`src/cpuPkg.sv`:
```
`default_nettype none

package cpuPkg;

    // primary opcode field, instr[31:26]
    // only the encodings this block cares about are named
    typedef enum logic [5:0] {
        SPECIAL = 6'd0,
        REGIMM  = 6'd1,
        BEQ     = 6'd4,
        BNE     = 6'd5,
        BLEZ    = 6'd6,
        BGTZ    = 6'd7,
        // likely forms, delay slot squashed when not taken
        BEQL    = 6'd20,
        BNEL    = 6'd21,
        BLEZL   = 6'd22,
        BGTZL   = 6'd23
    } mipsOp_e;

    // rt field under REGIMM, instr[20:16]
    typedef enum logic [4:0] {
        BLTZ  = 5'd0,
        BGEZ  = 5'd1,
        BLTZL = 5'd2,
        BGEZL = 5'd3
    } regimmRt_e;

    // funct under SPECIAL that selects jr
    localparam logic [5:0] FUNCT_JR = 6'd8;

    // one instruction word in bytes
    localparam logic [31:0] INSTR_BYTES = 32'd4;

    // condition classes after decode
    // signed compares are all against zero on operand A
    typedef enum logic [2:0] {
        CODE_BEQ,
        CODE_BNE,
        CODE_BGE,
        CODE_BGT,
        CODE_BLE,
        CODE_BLT,
        CODE_JR,
        CODE_NONE
    } branchCode_e;

    // decoded branch kind
    typedef struct packed {
        logic        isBranch;
        branchCode_e branchCode;
    } branchType_t;

    // incoming candidate from the issue side
    // outA and outB already carry forwarded values
    typedef struct packed {
        logic [31:0] instr;
        logic [31:0] pc;
        logic [31:0] outA;
        logic [31:0] outB;
    } branchCand_t;

    // outgoing redirect record
    typedef struct packed {
        // taken branch, flush IF/ID and refetch
        logic        branchFlush;
        // untaken likely branch, kill the delay slot
        logic        delaySlotFlush;
        // where fetch continues
        logic [31:0] target;
    } redirect_t;

endpackage

`default_nettype wire

```
`src/branchIntake.sv`:
```
`timescale 1ns/1ps
`default_nettype none

module branchIntake (
    input  logic                clk,
    input  logic                arstN,
    input  logic                candReq,
    input  cpuPkg::branchCand_t candData,
    input  logic                senderBusy,
    output logic                candAck,
    output cpuPkg::branchCand_t exeCand,
    output logic                exeValid
);

    // four-phase receive states
    typedef enum logic {
        IDLE,
        ACKED
    } intakeState_e;

    intakeState_e state;
    logic         capture;

    // accept only while idle and the result path is free
    assign capture = (state == IDLE) && candReq && !senderBusy;

    // ack is high exactly while in ACKED
    assign candAck = (state == ACKED);

    always_ff @(posedge clk or negedge arstN) begin
        if (!arstN) begin
            state    <= IDLE;
            exeValid <= 1'b0;
        end else begin
            // single-cycle pulse per accepted candidate
            exeValid <= capture;
            case (state)
                IDLE: begin
                    if (capture) begin
                        state <= ACKED;
                    end
                end
                ACKED: begin
                    // hold ack until source drops req
                    if (!candReq) begin
                        state <= IDLE;
                    end
                end
                default: state <= IDLE;
            endcase
        end
    end

    // execute-stage register, payload only
    always_ff @(posedge clk) begin
        if (capture) begin
            exeCand <= candData;
        end
    end

endmodule

`default_nettype wire

```
`src/branchDecode.sv`:
```
`timescale 1ns/1ps
`default_nettype none

module branchDecode (
    input  logic [31:0]         instr,
    output cpuPkg::branchType_t brType,
    output logic                isLikely,
    output logic [31:0]         offset
);

    logic [5:0] opcode;
    logic [4:0] rtCode;
    logic [5:0] funct;

    assign opcode = instr[31:26];
    assign rtCode = instr[20:16];
    assign funct  = instr[5:0];

    // 16-bit immediate, sign-extended, still in words
    assign offset = {{16{instr[15]}}, instr[15:0]};

    always_comb begin
        // default is a plain non-branch word
        brType.isBranch   = 1'b0;
        brType.branchCode = cpuPkg::CODE_NONE;
        isLikely          = 1'b0;
        case (cpuPkg::mipsOp_e'(opcode))
            cpuPkg::SPECIAL: begin
                // only jr matters under special
                if (funct == cpuPkg::FUNCT_JR) begin
                    brType.isBranch   = 1'b1;
                    brType.branchCode = cpuPkg::CODE_JR;
                end
            end
            cpuPkg::REGIMM: begin
                case (cpuPkg::regimmRt_e'(rtCode))
                    cpuPkg::BLTZ, cpuPkg::BLTZL: begin
                        brType.isBranch   = 1'b1;
                        brType.branchCode = cpuPkg::CODE_BLT;
                        isLikely          = (rtCode == cpuPkg::BLTZL);
                    end
                    cpuPkg::BGEZ, cpuPkg::BGEZL: begin
                        brType.isBranch   = 1'b1;
                        brType.branchCode = cpuPkg::CODE_BGE;
                        isLikely          = (rtCode == cpuPkg::BGEZL);
                    end
                    // link forms and traps are not handled here
                    default: ;
                endcase
            end
            cpuPkg::BEQ, cpuPkg::BEQL: begin
                brType.isBranch   = 1'b1;
                brType.branchCode = cpuPkg::CODE_BEQ;
                isLikely          = (opcode == cpuPkg::BEQL);
            end
            cpuPkg::BNE, cpuPkg::BNEL: begin
                brType.isBranch   = 1'b1;
                brType.branchCode = cpuPkg::CODE_BNE;
                isLikely          = (opcode == cpuPkg::BNEL);
            end
            cpuPkg::BLEZ, cpuPkg::BLEZL: begin
                brType.isBranch   = 1'b1;
                brType.branchCode = cpuPkg::CODE_BLE;
                isLikely          = (opcode == cpuPkg::BLEZL);
            end
            cpuPkg::BGTZ, cpuPkg::BGTZL: begin
                brType.isBranch   = 1'b1;
                brType.branchCode = cpuPkg::CODE_BGT;
                isLikely          = (opcode == cpuPkg::BGTZL);
            end
            default: ;
        endcase
    end

endmodule

`default_nettype wire

```
`src/branchSolve.sv`:
```
`timescale 1ns/1ps
`default_nettype none

module branchSolve (
    input  cpuPkg::branchType_t brType,
    input  logic [31:0]         outA,
    input  logic [31:0]         outB,
    input  logic                isLikely,
    output logic                branchFlush,
    output logic                delaySlotFlush
);

    logic taken;
    logic aEqB;
    logic aZero;
    logic aNeg;

    // shared compare terms
    assign aEqB  = (outA == outB);
    assign aZero = (outA == 32'd0);
    // sign bit of A, signed compare with zero
    assign aNeg  = outA[31];

    always_comb begin
        if (!brType.isBranch) begin
            taken = 1'b0;
        end else begin
            case (brType.branchCode)
                cpuPkg::CODE_BEQ: taken = aEqB;
                cpuPkg::CODE_BNE: taken = !aEqB;
                // A >= 0
                cpuPkg::CODE_BGE: taken = !aNeg;
                // A > 0
                cpuPkg::CODE_BGT: taken = !aNeg && !aZero;
                // A <= 0
                cpuPkg::CODE_BLE: taken = aNeg || aZero;
                // A < 0
                cpuPkg::CODE_BLT: taken = aNeg;
                // register jump is unconditional
                cpuPkg::CODE_JR:  taken = 1'b1;
                default:          taken = 1'b0;
            endcase
        end
    end

    // taken branch refetches from the target
    assign branchFlush    = taken;
    // untaken likely kills its delay slot
    assign delaySlotFlush = brType.isBranch && isLikely && !taken;

endmodule

`default_nettype wire

```
`src/branchTarget.sv`:
```
`timescale 1ns/1ps
`default_nettype none

module branchTarget (
    input  logic [31:0]         pc,
    input  logic [31:0]         offset,
    input  logic [31:0]         outA,
    input  cpuPkg::branchType_t brType,
    input  logic                taken,
    output logic [31:0]         target
);

    logic [31:0] relTarget;
    logic [31:0] fallThrough;

    // relative to the delay slot, offset counted in words
    assign relTarget   = pc + cpuPkg::INSTR_BYTES + {offset[29:0], 2'b00};
    // skip the delay slot
    assign fallThrough = pc + (cpuPkg::INSTR_BYTES << 1);

    always_comb begin
        if (taken && brType.branchCode == cpuPkg::CODE_JR) begin
            // register target
            target = outA;
        end else if (taken) begin
            target = relTarget;
        end else begin
            // untaken or not a branch
            target = fallThrough;
        end
    end

endmodule

`default_nettype wire

```
`src/redirectSender.sv`:
```
`timescale 1ns/1ps
`default_nettype none

module redirectSender (
    input  logic              clk,
    input  logic              arstN,
    input  logic              load,
    input  cpuPkg::redirect_t record,
    input  logic              redirAck,
    output logic              redirReq,
    output cpuPkg::redirect_t redirData,
    output logic              busy
);

    // four-phase send states
    typedef enum logic [1:0] {
        IDLE,
        REQ,
        WAITLOW
    } sendState_e;

    sendState_e state;

    // req follows the state directly
    assign redirReq = (state == REQ);

    // busy from load until ack is seen low again
    // ack already low in WAITLOW frees the intake for this edge
    assign busy = load || (state == REQ) || ((state == WAITLOW) && redirAck);

    always_ff @(posedge clk or negedge arstN) begin
        if (!arstN) begin
            state <= IDLE;
        end else begin
            case (state)
                IDLE: begin
                    if (load) begin
                        state <= REQ;
                    end
                end
                REQ: begin
                    // drop req once ack arrives
                    if (redirAck) begin
                        state <= WAITLOW;
                    end
                end
                WAITLOW: begin
                    if (!redirAck) begin
                        state <= IDLE;
                    end
                end
                default: state <= IDLE;
            endcase
        end
    end

    // record held stable for the whole transfer
    always_ff @(posedge clk) begin
        if (load && state == IDLE) begin
            redirData <= record;
        end
    end

endmodule

`default_nettype wire

```
`src/branchUnit.sv`:
```
`timescale 1ns/1ps
`default_nettype none

module branchUnit (
    input  logic                clk,
    input  logic                arstN,
    input  logic                candReq,
    input  cpuPkg::branchCand_t candData,
    output logic                candAck,
    output logic                redirReq,
    input  logic                redirAck,
    output cpuPkg::redirect_t   redirData
);

    cpuPkg::branchCand_t exeCand;
    logic                exeValid;
    logic                senderBusy;
    cpuPkg::branchType_t brType;
    logic                isLikely;
    logic [31:0]         offset;
    logic                branchFlush;
    logic                delaySlotFlush;
    logic [31:0]         target;
    cpuPkg::redirect_t   record;

    // execute-stage capture
    branchIntake u_branchIntake (
        .clk        (clk),
        .arstN      (arstN),
        .candReq    (candReq),
        .candData   (candData),
        .senderBusy (senderBusy),
        .candAck    (candAck),
        .exeCand    (exeCand),
        .exeValid   (exeValid)
    );

    branchDecode u_branchDecode (
        .instr    (exeCand.instr),
        .brType   (brType),
        .isLikely (isLikely),
        .offset   (offset)
    );

    branchSolve u_branchSolve (
        .brType         (brType),
        .outA           (exeCand.outA),
        .outB           (exeCand.outB),
        .isLikely       (isLikely),
        .branchFlush    (branchFlush),
        .delaySlotFlush (delaySlotFlush)
    );

    // taken is the branch flush itself
    branchTarget u_branchTarget (
        .pc     (exeCand.pc),
        .offset (offset),
        .outA   (exeCand.outA),
        .brType (brType),
        .taken  (branchFlush),
        .target (target)
    );

    // redirect record packing
    assign record.branchFlush    = branchFlush;
    assign record.delaySlotFlush = delaySlotFlush;
    assign record.target         = target;

    // loaded on the edge that ends exeValid
    redirectSender u_redirectSender (
        .clk       (clk),
        .arstN     (arstN),
        .load      (exeValid),
        .record    (record),
        .redirAck  (redirAck),
        .redirReq  (redirReq),
        .redirData (redirData),
        .busy      (senderBusy)
    );

endmodule

`default_nettype wire

```
`config.mk`:
```
export PLATFORM = sky130hd
export DESIGN_NAME = branchUnit
export DESIGN_NICKNAME = d
export VERILOG_FILES = /design/src/cpuPkg.sv /design/src/branchIntake.sv /design/src/branchDecode.sv /design/src/branchSolve.sv /design/src/branchTarget.sv /design/src/redirectSender.sv /design/src/branchUnit.sv
export SDC_FILE = /design/constraint.sdc
export NUM_CORES = 1
export LEC_CHECK = 0
export ABC_CLOCK_PERIOD_IN_PS = 11100
export BUFFER_PORTS_ARGS = -buffer_cell sky130_fd_sc_hd__buf_2
export CORE_ASPECT_RATIO = 1.1
export CORE_MARGIN = 5
export CORE_UTILIZATION = 28
export DETAILED_ROUTE_END_ITERATION = 8
export PLACE_DENSITY = 0.53
export SLEW_MARGIN = 20
export SYNTH_ARGS = -nofsm -noshare
export SYNTH_HDL_FRONTEND = slang
export SYNTH_HIERARCHICAL = 1
export SYNTH_SLANG_ARGS = --single-unit
```
`constraint.sdc`:
```
create_clock -name clk -period 11.1 [get_ports clk]
set_input_delay 0.555 -clock clk [delete_from_list [all_inputs] [get_ports clk]]
set_output_delay 0.555 -clock clk [all_outputs]
set_load 0.05 [all_outputs]
```
==> After elaboration in Yosys (flattened, before gate mapping) <==
Index checks and enable logic that the tools add are counted.
{ "totals": {"ff_bits": 166, "in_bits": 132, "word_cells": 83} }
{ "classes": {"addsub": 3, "n_eq_ne": 25, "n_mux": 16, "n_bitwise": 1, "n_reduce_logical": 28} }
{ "op_table": {"columns": ["cell", "n"], "rows": [
  ["32-bit 2-to-1 mux", 2],
  ["32-bit by 3-bit adder with 32-bit output, second input constant", 1],
  ["32-bit adder", 1],
  ["32-bit by 4-bit adder with 32-bit output, second input constant", 1],
  ["32-bit == test", 1],
  ["32-bit zero test", 1],
  ["6-bit by 3-bit == test with 1-bit output, second input constant", 4],
  ["6-bit by 5-bit == test with 1-bit output, second input constant", 4],
  ["4-bit case mux with 6 select lines", 1],
  ["2-bit OR reduction", 6],
  ["5-bit by 2-bit == test with 1-bit output, second input constant", 2],
  ["3-bit == test, second input constant", 3],
  ["1-bit logical AND", 8],
  ["4-bit case mux with 2 select lines", 1],
  ["1-bit case mux with 7 select lines", 1],
  ["3-bit by 2-bit == test with 1-bit output, second input constant", 2],
  ["6-bit by 1-bit == test with 1-bit output, second input constant", 1],
  ["6-bit by 4-bit == test with 1-bit output, second input constant", 1],
  ["6-bit zero test", 1],
  ["2-bit 2-to-1 mux", 3],
  ["2-bit case mux with 3 select lines", 1],
  ["5-bit by 1-bit == test with 1-bit output, second input constant", 1],
  ["1-bit zero test", 5],
  ["5-bit zero test", 1],
  ["14 further kinds", 20]
]} }

==> Depth between registers and ports, before layout <==
Gate-level depths: netlist of run 1.
{ "logic_depth": {"word_depth": 9, "ltp_mapped": 16, "depth_no_buf": 13} }

==> Hierarchy <==
The synthesis of run 1 kept the hierarchy.
{ "by_module_without_submodules": {"columns": ["mod", "instances", "cells_each", "area_each_um2"], "rows": [
  ["branchIntake", 1, 133, 3917.5],
  ["branchTarget", 1, 397, 2763.9],
  ["redirectSender", 1, 43, 1128.6],
  ["branchSolve", 1, 69, 518.0],
  ["branchDecode", 1, 57, 376.6]
]} }

==> Least setup slack after synthesis of run 1 <==
OpenSTA, ideal clock, no wires.
{ "synth_path": {"path_type": "register to register", "from": "reg u_redirectSender.state[0]", "to": "reg u_branchIntake.exeValid", "setup_time_ns": 0.637, "t_arrival_ns": 5.831, "required_ns": 10.463, "setup_slack_ns": 4.633, "path_stages_with_launch": 4, "path_buffers": 0, "cell_sequence": "dfrtp_1 -> nor2b_4 -> a211o_1 -> nor3b_2"} }
{ "synth_via": {"elab_chain_len": 5, "word_cells_on_any_way": 7, "cone_classes": "eq/ne: 2; reduce/logical: 5"} }
{ "synth_lines": {"columns": ["element", "line_no", "rtl"], "rows": [
  ["start: declaration", "redirectSender.sv:22", "sendState_e state;"],
  ["start signal: assignment", "redirectSender.sv:33", "state <= IDLE;"],
  ["start signal: assignment", "redirectSender.sv:38", "state <= REQ;"],
  ["start signal: assignment", "redirectSender.sv:44", "state <= WAITLOW;"],
  ["2-bit by 1-bit == test with 1-bit output", null, null],
  ["named net redirReq", "branchUnit.sv:10", "output logic redirReq,"],
  ["1-bit logical OR (2 in a row)", "redirectSender.sv:29", "assign busy = load || (state == REQ) || ((state == WAITLOW) && redirAck);"],
  ["named net senderBusy", "branchUnit.sv:17", "logic senderBusy;"],
  ["1-bit zero test", "branchIntake.sv:25", "assign capture = (state == IDLE) && candReq && !senderBusy;"],
  ["1-bit logical AND", "branchIntake.sv:25", null],
  ["named net u_branchIntake.capture", "branchIntake.sv:22", "logic capture;"],
  ["end signal: assignment", "branchIntake.sv:36", "exeValid <= capture;"],
  ["end: declaration", "branchIntake.sv:12", "output logic exeValid"]
]} }
The timed path passes the listed nets, and every way through them passes these cells.
A chain may end at the register's enable or synchronous reset.

==> Worst setup path after layout of run 1 <==
{ "layout_path": {"from": "reg, netlist name u_branchIntake/exeCand[45]", "to": "reg, netlist name u_redirectSender/redirData[28]"} }
{ "layout_via": {"elab_chain_len": 7, "word_cells_on_any_way": 11, "cone_classes": "eq/ne: 1; mux: 4; reduce/logical: 6"} }
{ "layout_lines": {"columns": ["element", "line_no", "rtl"], "rows": [
  ["32-bit zero test", "branchSolve.sv:20", "assign aZero = (outA == 32'd0);"],
  ["1-bit zero test", "branchSolve.sv:34", "cpuPkg::CODE_BGT: taken = !aNeg && !aZero;"],
  ["1-bit logical AND", "branchSolve.sv:34", null],
  ["1-bit case mux with 7 select lines (*)", "branchSolve.sv:28", "case (brType.branchCode)"],
  ["1-bit 2-to-1 mux (*)", "branchSolve.sv:25", "if (!brType.isBranch) begin"],
  ["named net branchFlush", "branchUnit.sv:21", "logic branchFlush;"],
  ["32-bit 2-to-1 mux / 1-bit logical AND (equally long branches)", "branchTarget.sv:25, branchTarget.sv:22", null],
  ["32-bit 2-to-1 mux (*)", "branchTarget.sv:22", "if (taken && brType.branchCode == cpuPkg::CODE_JR) begin"],
  ["named net target[28]", "branchUnit.sv:23", "logic [31:0] target;"]
]} }
The timed path passes the listed nets; every way through them passes the cells marked *.

==> summary.log, run 1 <==
INFO  status         status=finished, final reports clean
INFO  sta            min_period=3940ps
INFO  cells_and_area area_delta_synth_final=20.0%
INFO  floorplanning  core_area=30300squm
INFO  sta            max_clock_freq=0.254GHz
INFO  detailed_routing drt-wirelength-per-cell=18.4um
INFO  cts            post_cts_resize_count=0
INFO  cts            number_of_clock_buffers_inserted_by_tritoncts=17
INFO  grt            grt_util_all_layers=13.5%
INFO  detailed_routing drt_drc_violations_left=0
INFO  setup_path     ff2ff_path_depth=10
INFO  sta            number_of_hold_violations_in_the_final_report=0
INFO  logic_synthesis ys_warn_count=6
INFO  place          placedInstanceArea=9660squm
INFO  sta            final-setup-viol-count=0
INFO  floorplanning  die_area=34100squm
INFO  pwr            max-vdd-ir-drop=91.6uV
INFO  sta            setup_total_negative_slack=0ps
INFO  detailed_routing antenna_violating_nets_post_route=0
INFO  floorplanning  floorplan.die.width=177um
INFO  setup_path     worstSetupEndpointType=flip-flop
INFO  sta            fin_crit_sh=35.5%
INFO  cts            cts_setup_buffers=0
INFO  grt            grt_antenna_before_repair=1
INFO  cts            clockBufferDepth=2
INFO  floorplanning  die_h=193um
INFO  detailed_routing wl=23.3mm
INFO  setup_path     critical-path-top-delay-family=simple AND/OR/NAND/NOR gates
INFO  setup_path     worst-path-buf-inv=1
INFO  cts            clkSinkCount=161
INFO  cells_and_area multiInputGateArea=3420squm
INFO  sta            fin_worst_skew=12.1ps
INFO  pwr            power.density=219nW/um^2
INFO  sta            hold_ws=294ps
INFO  cells_and_area post-route-cell-area=10200squm
INFO  cells_and_area layout.cells.most_common=buf_2
INFO  setup_path     crit_path_start_kind=flip-flop
INFO  grt            number_of_global_route_vias_before_repair=6010
INFO  setup_path     worst-path-max-fanout=36
INFO  cells_and_area final_nets=1027
INFO  grt            grt_max_degree=71
INFO  sta            worst_pin_slew=1100ps
INFO  pwr            finalPower=2.24mW
INFO  place          numPortBuffers=162
INFO  cts            cts.clk_slew.worst_paths=70ps
INFO  setup_path     timing.critical_path.cells=xor2_1 -> nor4_1 -> nand4_1 -> or3_1 -> a31oi_4 -> buf_4 -> and2_1 -> o2111ai_1 -> mux2i_1 -> nor3_1
INFO  logic_synthesis post_synth_inst_count=692
INFO  setup_path     critical_path_class=reg -> reg
INFO  setup_path     critPathArrivalTime=4110ps
INFO  cells_and_area proportion_of_layout_cells_with_a_drive_suffix_above_1=25.7%
INFO  setup_path     critPathRequiredTime=11270ps
INFO  sta            timing.final.max_slew_violations=0
INFO  detailed_routing dr.first_iter.drc_count=297
INFO  pwr            leakage=3.92nW
INFO  cells_and_area post-route-util=33.8%
INFO  cells_and_area nFillCells=3046
INFO  sta            grt_setup_unrepaired=no
INFO  hold_path      min_path_cells=1
INFO  cts            cts.root.buffer_cell=clkbuf_16
INFO  place          gp_routability_congestion=0.822
INFO  floorplanning  io_pins=168
INFO  hold_path      min-delay-path-class=in -> reg
INFO  cells_and_area most-common-layout-cells=buf_2, edfxtp_1, ha_1, xor2_1, nand2_1
INFO  setup_path     cp_slowest_stage_delay=660ps
INFO  sta            worst_slew_margin=26.2%
INFO  grt            overflow=0
INFO  cts            cts_max_level=4
INFO  job            max_cap_viol_count=0
INFO  cts            clock_tree_from_tritoncts=built
INFO  grt            global_route_wire_length_before_repair=34.5mm
INFO  logic_synthesis syn_nets=883
INFO  cts            worst_skew_pair.late_latency=430ps
INFO  place          dp_hpwl=17.8mm
INFO  detailed_routing vias_per_cell=4.65
INFO  logic_synthesis syn_area=8540squm
INFO  setup_path     critical-path-slowest-cell=and2_1
INFO  logic_synthesis synth.avg_cell_area=12.3squm
INFO  floorplanning  fp-row-count=67
INFO  floorplanning  floorplan.initialDensity=28.2%
INFO  detailed_routing router_iterations_before_antenna_repair=4
INFO  detailed_routing route.vias.total=5883
INFO  cells_and_area seq_area=4810squm
INFO  setup_path     critical_path_cell_count=10
==> flip-flops by register name, summed over array words and instances (netlist names) <==
name                        cells
u_branchIntake/exeCand        123
u_redirectSender/redirData     34
u_branchIntake/candAck          1
u_branchIntake/exeValid         1
u_redirectSender/state          2
==> power breakdown <==
| group | internal, mW | switching [mW] | total [mW] |
|---|---|---|---|
| registers | 0.832 | 0.0953 | 0.927 |
| clock network | 0.316 | 0.261 | 0.577 |
| logic | 0.269 | 0.466 | 0.736 |
==> area by class of cell <==
type                            instances  share of cell area [%]
Tap cell                              414                    5.06
Multi-Input combinational cell        472                    33.3
Clock buffer                           17                    4.15
Sequential cell                       161                    47.0
Clock inverter                         15                    1.45
Inverter                               16                   0.586
Timing Repair Buffer                  168                    8.38
Antenna cell                            1                  0.0244
==> per-layer routing <==
layer	vias to the layer above	wire (um)	GRT usage [%]	share of wire, %
met5	-	13	0	0.056
met4	2	490	4.70	2.1
met3	32	1240	3.32	5.3
met2	161	11700	23.4	50
met1	2806	9870	16.6	42
li1	2882	-	-	-
==> repair_timing <==
| action | 4_1_cts | 5_1_grt |
|---|---|---|
| hold buffers | 1 | 0 |
| hold endpoints to repair | 4 | 0 |
| endpoints found under the setup margin | 0 | 0 |
==> per-stage QoR <==
stage | std cells | setup slack [ps]
after floorplan | 692 | 4840
after global placement | 1230 | 7110
after detailed placement | 1230 | 7070
after CTS | 1263 | 7060
after global routing | 1263 | 6940
final | 1264 | 7160
==> worst paths after layout <==
check	slack (ps)	endpoint	from
max reg2reg	7160	u_redirectSender/redirData[28]$_DFFE_PP_	u_branchIntake/exeCand[45]$_DFFE_PP_
min reg2reg	540	u_redirectSender/redirData[1]$_DFFE_PP_	u_branchIntake/exeCand[65]$_DFFE_PP_
min	290	u_branchIntake/exeCand[113]$_DFFE_PP_	candData[113]
max in group asynchronous	10530	u_redirectSender/state[0]$_DFFE_PN0P_	arstN
max	7160	u_redirectSender/redirData[28]$_DFFE_PP_	u_branchIntake/exeCand[45]$_DFFE_PP_
min in group asynchronous	450	u_redirectSender/state[1]$_DFFE_PN0P_	arstN
(Power assumes the default switching activity.)
==> run 2, diff against run 1 <==
--- a/config.mk
+++ b/config.mk
@@ -5,7 +5,7 @@
 export SDC_FILE = /design/constraint.sdc
 export NUM_CORES = 1
 export LEC_CHECK = 0
-export ABC_CLOCK_PERIOD_IN_PS = 11100
+export ABC_CLOCK_PERIOD_IN_PS = 3900
 export BUFFER_PORTS_ARGS = -buffer_cell sky130_fd_sc_hd__buf_2
 export CORE_ASPECT_RATIO = 1.1
 export CORE_MARGIN = 5
==> constraint.sdc (replaced) <==
create_clock -name clk -period 3.9 [get_ports clk]
set_input_delay 0.195 -clock clk [delete_from_list [all_inputs] [get_ports clk]]
set_output_delay 0.195 -clock clk [all_outputs]
set_load 0.05 [all_outputs]
==> run 2 against run 1 <==
Net effect: power rose to 2.9 times the previous value; die area did not move; wire length increased by 6.8%; hold slack got worse by 270 ps; flip-flop and latch count unchanged; final cell count is 11% higher; critical path type unchanged; largest power group unchanged; combinational power grew to 3.1 times the previous value.
==> summary.log, run 2 (synthesis results as in run 1) <==
INFO  sta            worst_pin_slew=810ps [-289 ps]
INFO  setup_path     worstSetupEndpointType=flip-flop
INFO  setup_path     worst-path-buf-inv=0 [-1]
INFO  floorplanning  die_h=193um [unchanged]
INFO  setup_path     setup.worst_path.start=u_branchIntake/exeCand[97]$_DFFE_PP_
INFO  floorplanning  io_pins=168 [unchanged]
INFO  cts            clkSinkCount=161 [unchanged]
INFO  setup_path     ff2ff_path_depth=11 [+1]
INFO  grt            global_route_wire_length_before_repair=37.5mm [+8.8%]
INFO  grt            number_of_global_route_vias_before_repair=6734 [+12%]
INFO  setup_path     worst-path-max-fanout=4 [-89%]
INFO  detailed_routing wl=24.9mm [+6.8%]
INFO  detailed_routing drt-wirelength-per-cell=17.8um [-3.5%]
INFO  cts            worst_skew_pair.late_latency=430ps [about the same]
INFO  detailed_routing dr.first_iter.drc_count=350 [+18%]
INFO  cells_and_area largest_register=u_branchIntake/exeCand
INFO  setup_path     r2r_slack=250ps [-6910 ps]
INFO  cts            cts.root.buffer_cell=clkbuf_16
INFO  sta            finalWorstSetupSlack=247ps [-6910 ps]
INFO  cts            number_of_clock_buffers_inserted_by_tritoncts=17 [unchanged]
INFO  place          place_worst_setup_slack=225ps [-6840 ps]
INFO  setup_path     critPathArrivalTime=3820ps [-290 ps]
INFO  floorplanning  core_area=30300squm [unchanged]
INFO  cts            clock_tree_from_tritoncts=built
INFO  setup_path     cp_slowest_stage_delay=470ps [-190 ps]
INFO  status         status=finished, final reports clean
INFO  sta            timing.final.max_slew_violations=0 [unchanged]
INFO  setup_path     critical-path-slowest-cell=o21ai_0
INFO  sta            final-setup-viol-count=0 [unchanged]
INFO  detailed_routing drt_drc_violations_left=0 [unchanged]
INFO  sta            grt_setup_unrepaired=no
INFO  place          gp_routability_congestion=0.862 [+4.9%]
INFO  sta            fin_crit_sh=93.7% [+58 points]
INFO  sta            number_of_hold_violations_in_the_final_report=0 [unchanged]
INFO  hold_path      min_path_cells=2 [+1]
INFO  place          dp_hpwl=18.2mm [+2.2%]
INFO  sta            worst_slew_margin=46.0% [+20 points]
INFO  sta            setup_total_negative_slack=0ps [unchanged]
INFO  hold_path      min-delay-path-class=in -> reg
INFO  setup_path     critPathRequiredTime=4060ps [-7210 ps]
INFO  detailed_routing router_iterations_before_antenna_repair=4 [unchanged]
INFO  cells_and_area most-common-layout-cells=buf_2, edfxtp_1, dlygate4sd3_1, ha_1, xor2_1
INFO  detailed_routing route.vias.total=6399 [+8.8%]
INFO  job            max_cap_viol_count=0 [unchanged]
INFO  cts            cts_max_level=4 [unchanged]
INFO  sta            fin_worst_skew=10.0ps [-2.07 ps]
INFO  place          numPortBuffers=162 [unchanged]
INFO  floorplanning  floorplan.initialDensity=28.2% [unchanged]
INFO  floorplanning  floorplan.die.width=177um [unchanged]
INFO  pwr            leakage=4.52nW [+15%]
INFO  cts            cts_setup_buffers=0 [unchanged]
INFO  hold_path      hold_path.startpoint=candReq
INFO  cells_and_area layout.cells.most_common=buf_2
INFO  pwr            power.density=567nW/um^2 [+160%]
INFO  hold_path      timing.hold.worst_endpoint=u_branchIntake/candAck$_DFF_PN0_
INFO  cells_and_area flip_flop_count_of_the_largest_register_after_layout=123 [unchanged]
INFO  setup_path     capturing_point_of_the_worst_reg2reg_path=u_redirectSender/redirData[31]$_DFFE_PP_
INFO  sta            min_period=3650ps [-287 ps]
INFO  grt            overflow=0 [unchanged]
INFO  detailed_routing antenna_violating_nets_post_route=0 [unchanged]
INFO  cells_and_area area_delta_synth_final=36.2%
INFO  setup_path     r2r_start=u_branchIntake/exeCand[97]$_DFFE_PP_
INFO  grt            grt_antenna_before_repair=0 [-1]
INFO  setup_path     crit_path_start_kind=flip-flop
INFO  grt            grt_max_degree=41 [-42%]
INFO  cells_and_area proportion_of_layout_cells_with_a_drive_suffix_above_1=23.5% [-2.2 points]
INFO  cts            clockBufferDepth=2 [unchanged]
INFO  setup_path     timing.critical_path.cells=ha_1 -> ha_1 -> fa_1 -> a211oi_1 -> o21ai_1 -> o21ai_0 -> a211oi_1 -> a31o_2 -> a41oi_2 -> a21oi_1 -> nand2b_1
INFO  grt            grt_util_all_layers=14.5% [+1.0 points]
INFO  floorplanning  fp-row-count=67 [unchanged]
INFO  cells_and_area nFillCells=2930 [-3.8%]
INFO  sta            max_clock_freq=0.274GHz [+7.9%]
INFO  detailed_routing vias_per_cell=4.57 [-1.7%]
INFO  cts            cts.clk_slew.worst_paths=70ps [about the same]
INFO  floorplanning  die_area=34100squm [unchanged]
INFO  cells_and_area final_nets=1163 [+13%]
INFO  setup_path     critical_path_class=reg -> reg
INFO  cells_and_area reg.largest.list=u_branchIntake/exeCand (123), u_redirectSender/redirData (34), u_redirectSender/state (2)
INFO  setup_path     critical-path-top-delay-family=compound AO/OA/AOI/OAI gates
INFO  pwr            max-vdd-ir-drop=240uV [+160%]
INFO  cells_and_area n_antenna_cell=0 [-1]
run 2: cell types whose count changed in the layout (fill, tap and decap cells not counted), moves of 2 or more:
| cell | delta |
|---|---|
| buf_4 | +9 |
| buf_12 | +3 |
| dlygate4sd3_1 | +124 |
| clkinv_8 | +2 |
run 2: worst reg2reg max path, stage by stage, from the launching register on:
cell	delay, ps
edfxtp_1	400
ha_1	310
ha_1	250
fa_1	440
a211oi_1	240
o21ai_1	200
o21ai_0	480
a211oi_1	250
a31o_2	340
a41oi_2	230
a21oi_1	90
nand2b_1	170
run 2: final cells by class:
| class | instances | area [sq um] | share of cell area, % |
|---|---|---|---|
| inverters | 16 | 60.1 | 0.516 |
| flip-flops and latches | 161 | 4810 | 41.4 |
| clock inverters | 15 | 170 | 1.46 |
| multi-input cells | 472 | 3420 | 29.4 |
| repair buffers | 304 | 2230 | 19.1 |
| well taps | 414 | 518 | 4.45 |
| clock buffers | 17 | 425 | 3.66 |
run 2: repair_timing:
action,CTS,global route
hold buffers,125,0
hold endpoints to repair,129,0
endpoints found under the setup margin,0,1
gates resized for setup,0,1
run 2: worst max-delay path by stage:
stage                                                    end  cells after the start
floorplan                u_branchIntake/exeCand[0]$_DFFE_PP_                      3
global placement    u_redirectSender/redirData[31]$_DFFE_PP_                     11
detailed placement   u_redirectSender/redirData[6]$_DFFE_PP_                     12
CTS                  u_redirectSender/redirData[6]$_DFFE_PP_                     12
global route        u_redirectSender/redirData[31]$_DFFE_PP_                     11
finish              u_redirectSender/redirData[31]$_DFFE_PP_                     11
run 2: power by group:
group / total, mW / leakage, nW / switching [mW] / internal [mW]
registers: 2.63 / 1.50 / 0.269 / 2.36
logic: 2.28 / 2.73 / 1.38 / 0.897
clock network: 1.69 / 0.291 / 0.775 / 0.913
total: 6.59 / 4.52 / 2.42 / 4.17
run 2: metrics by stage:
stage | instances | area, sq um | hold slack, ps | util, % | power, mW
finish | 1399 | 11600 | 21.3 | 38.4 | 6.59
global route | 1399 | 11600 | 11.9 | 38.4 | 6.98
CTS | 1399 | 11600 | 2.95 | 38.4 | 6.67
detailed placement | 1242 | 9780 | 5.61 | 32.3 | 4.85
global placement | 1242 | 9780 | 6.09 | 32.3 | 4.84
floorplan | 692 | 8550 | -101 | - | 4.26
run 2: layer usage:
layer  track usage [%]  up-vias  share of wire, %
met1              17.9     3008                43
met3              2.52       34               4.2
met5                 0        -                 0
met4              5.06        0               2.5
li1                  -     3158                 -
met2              25.8      199                51
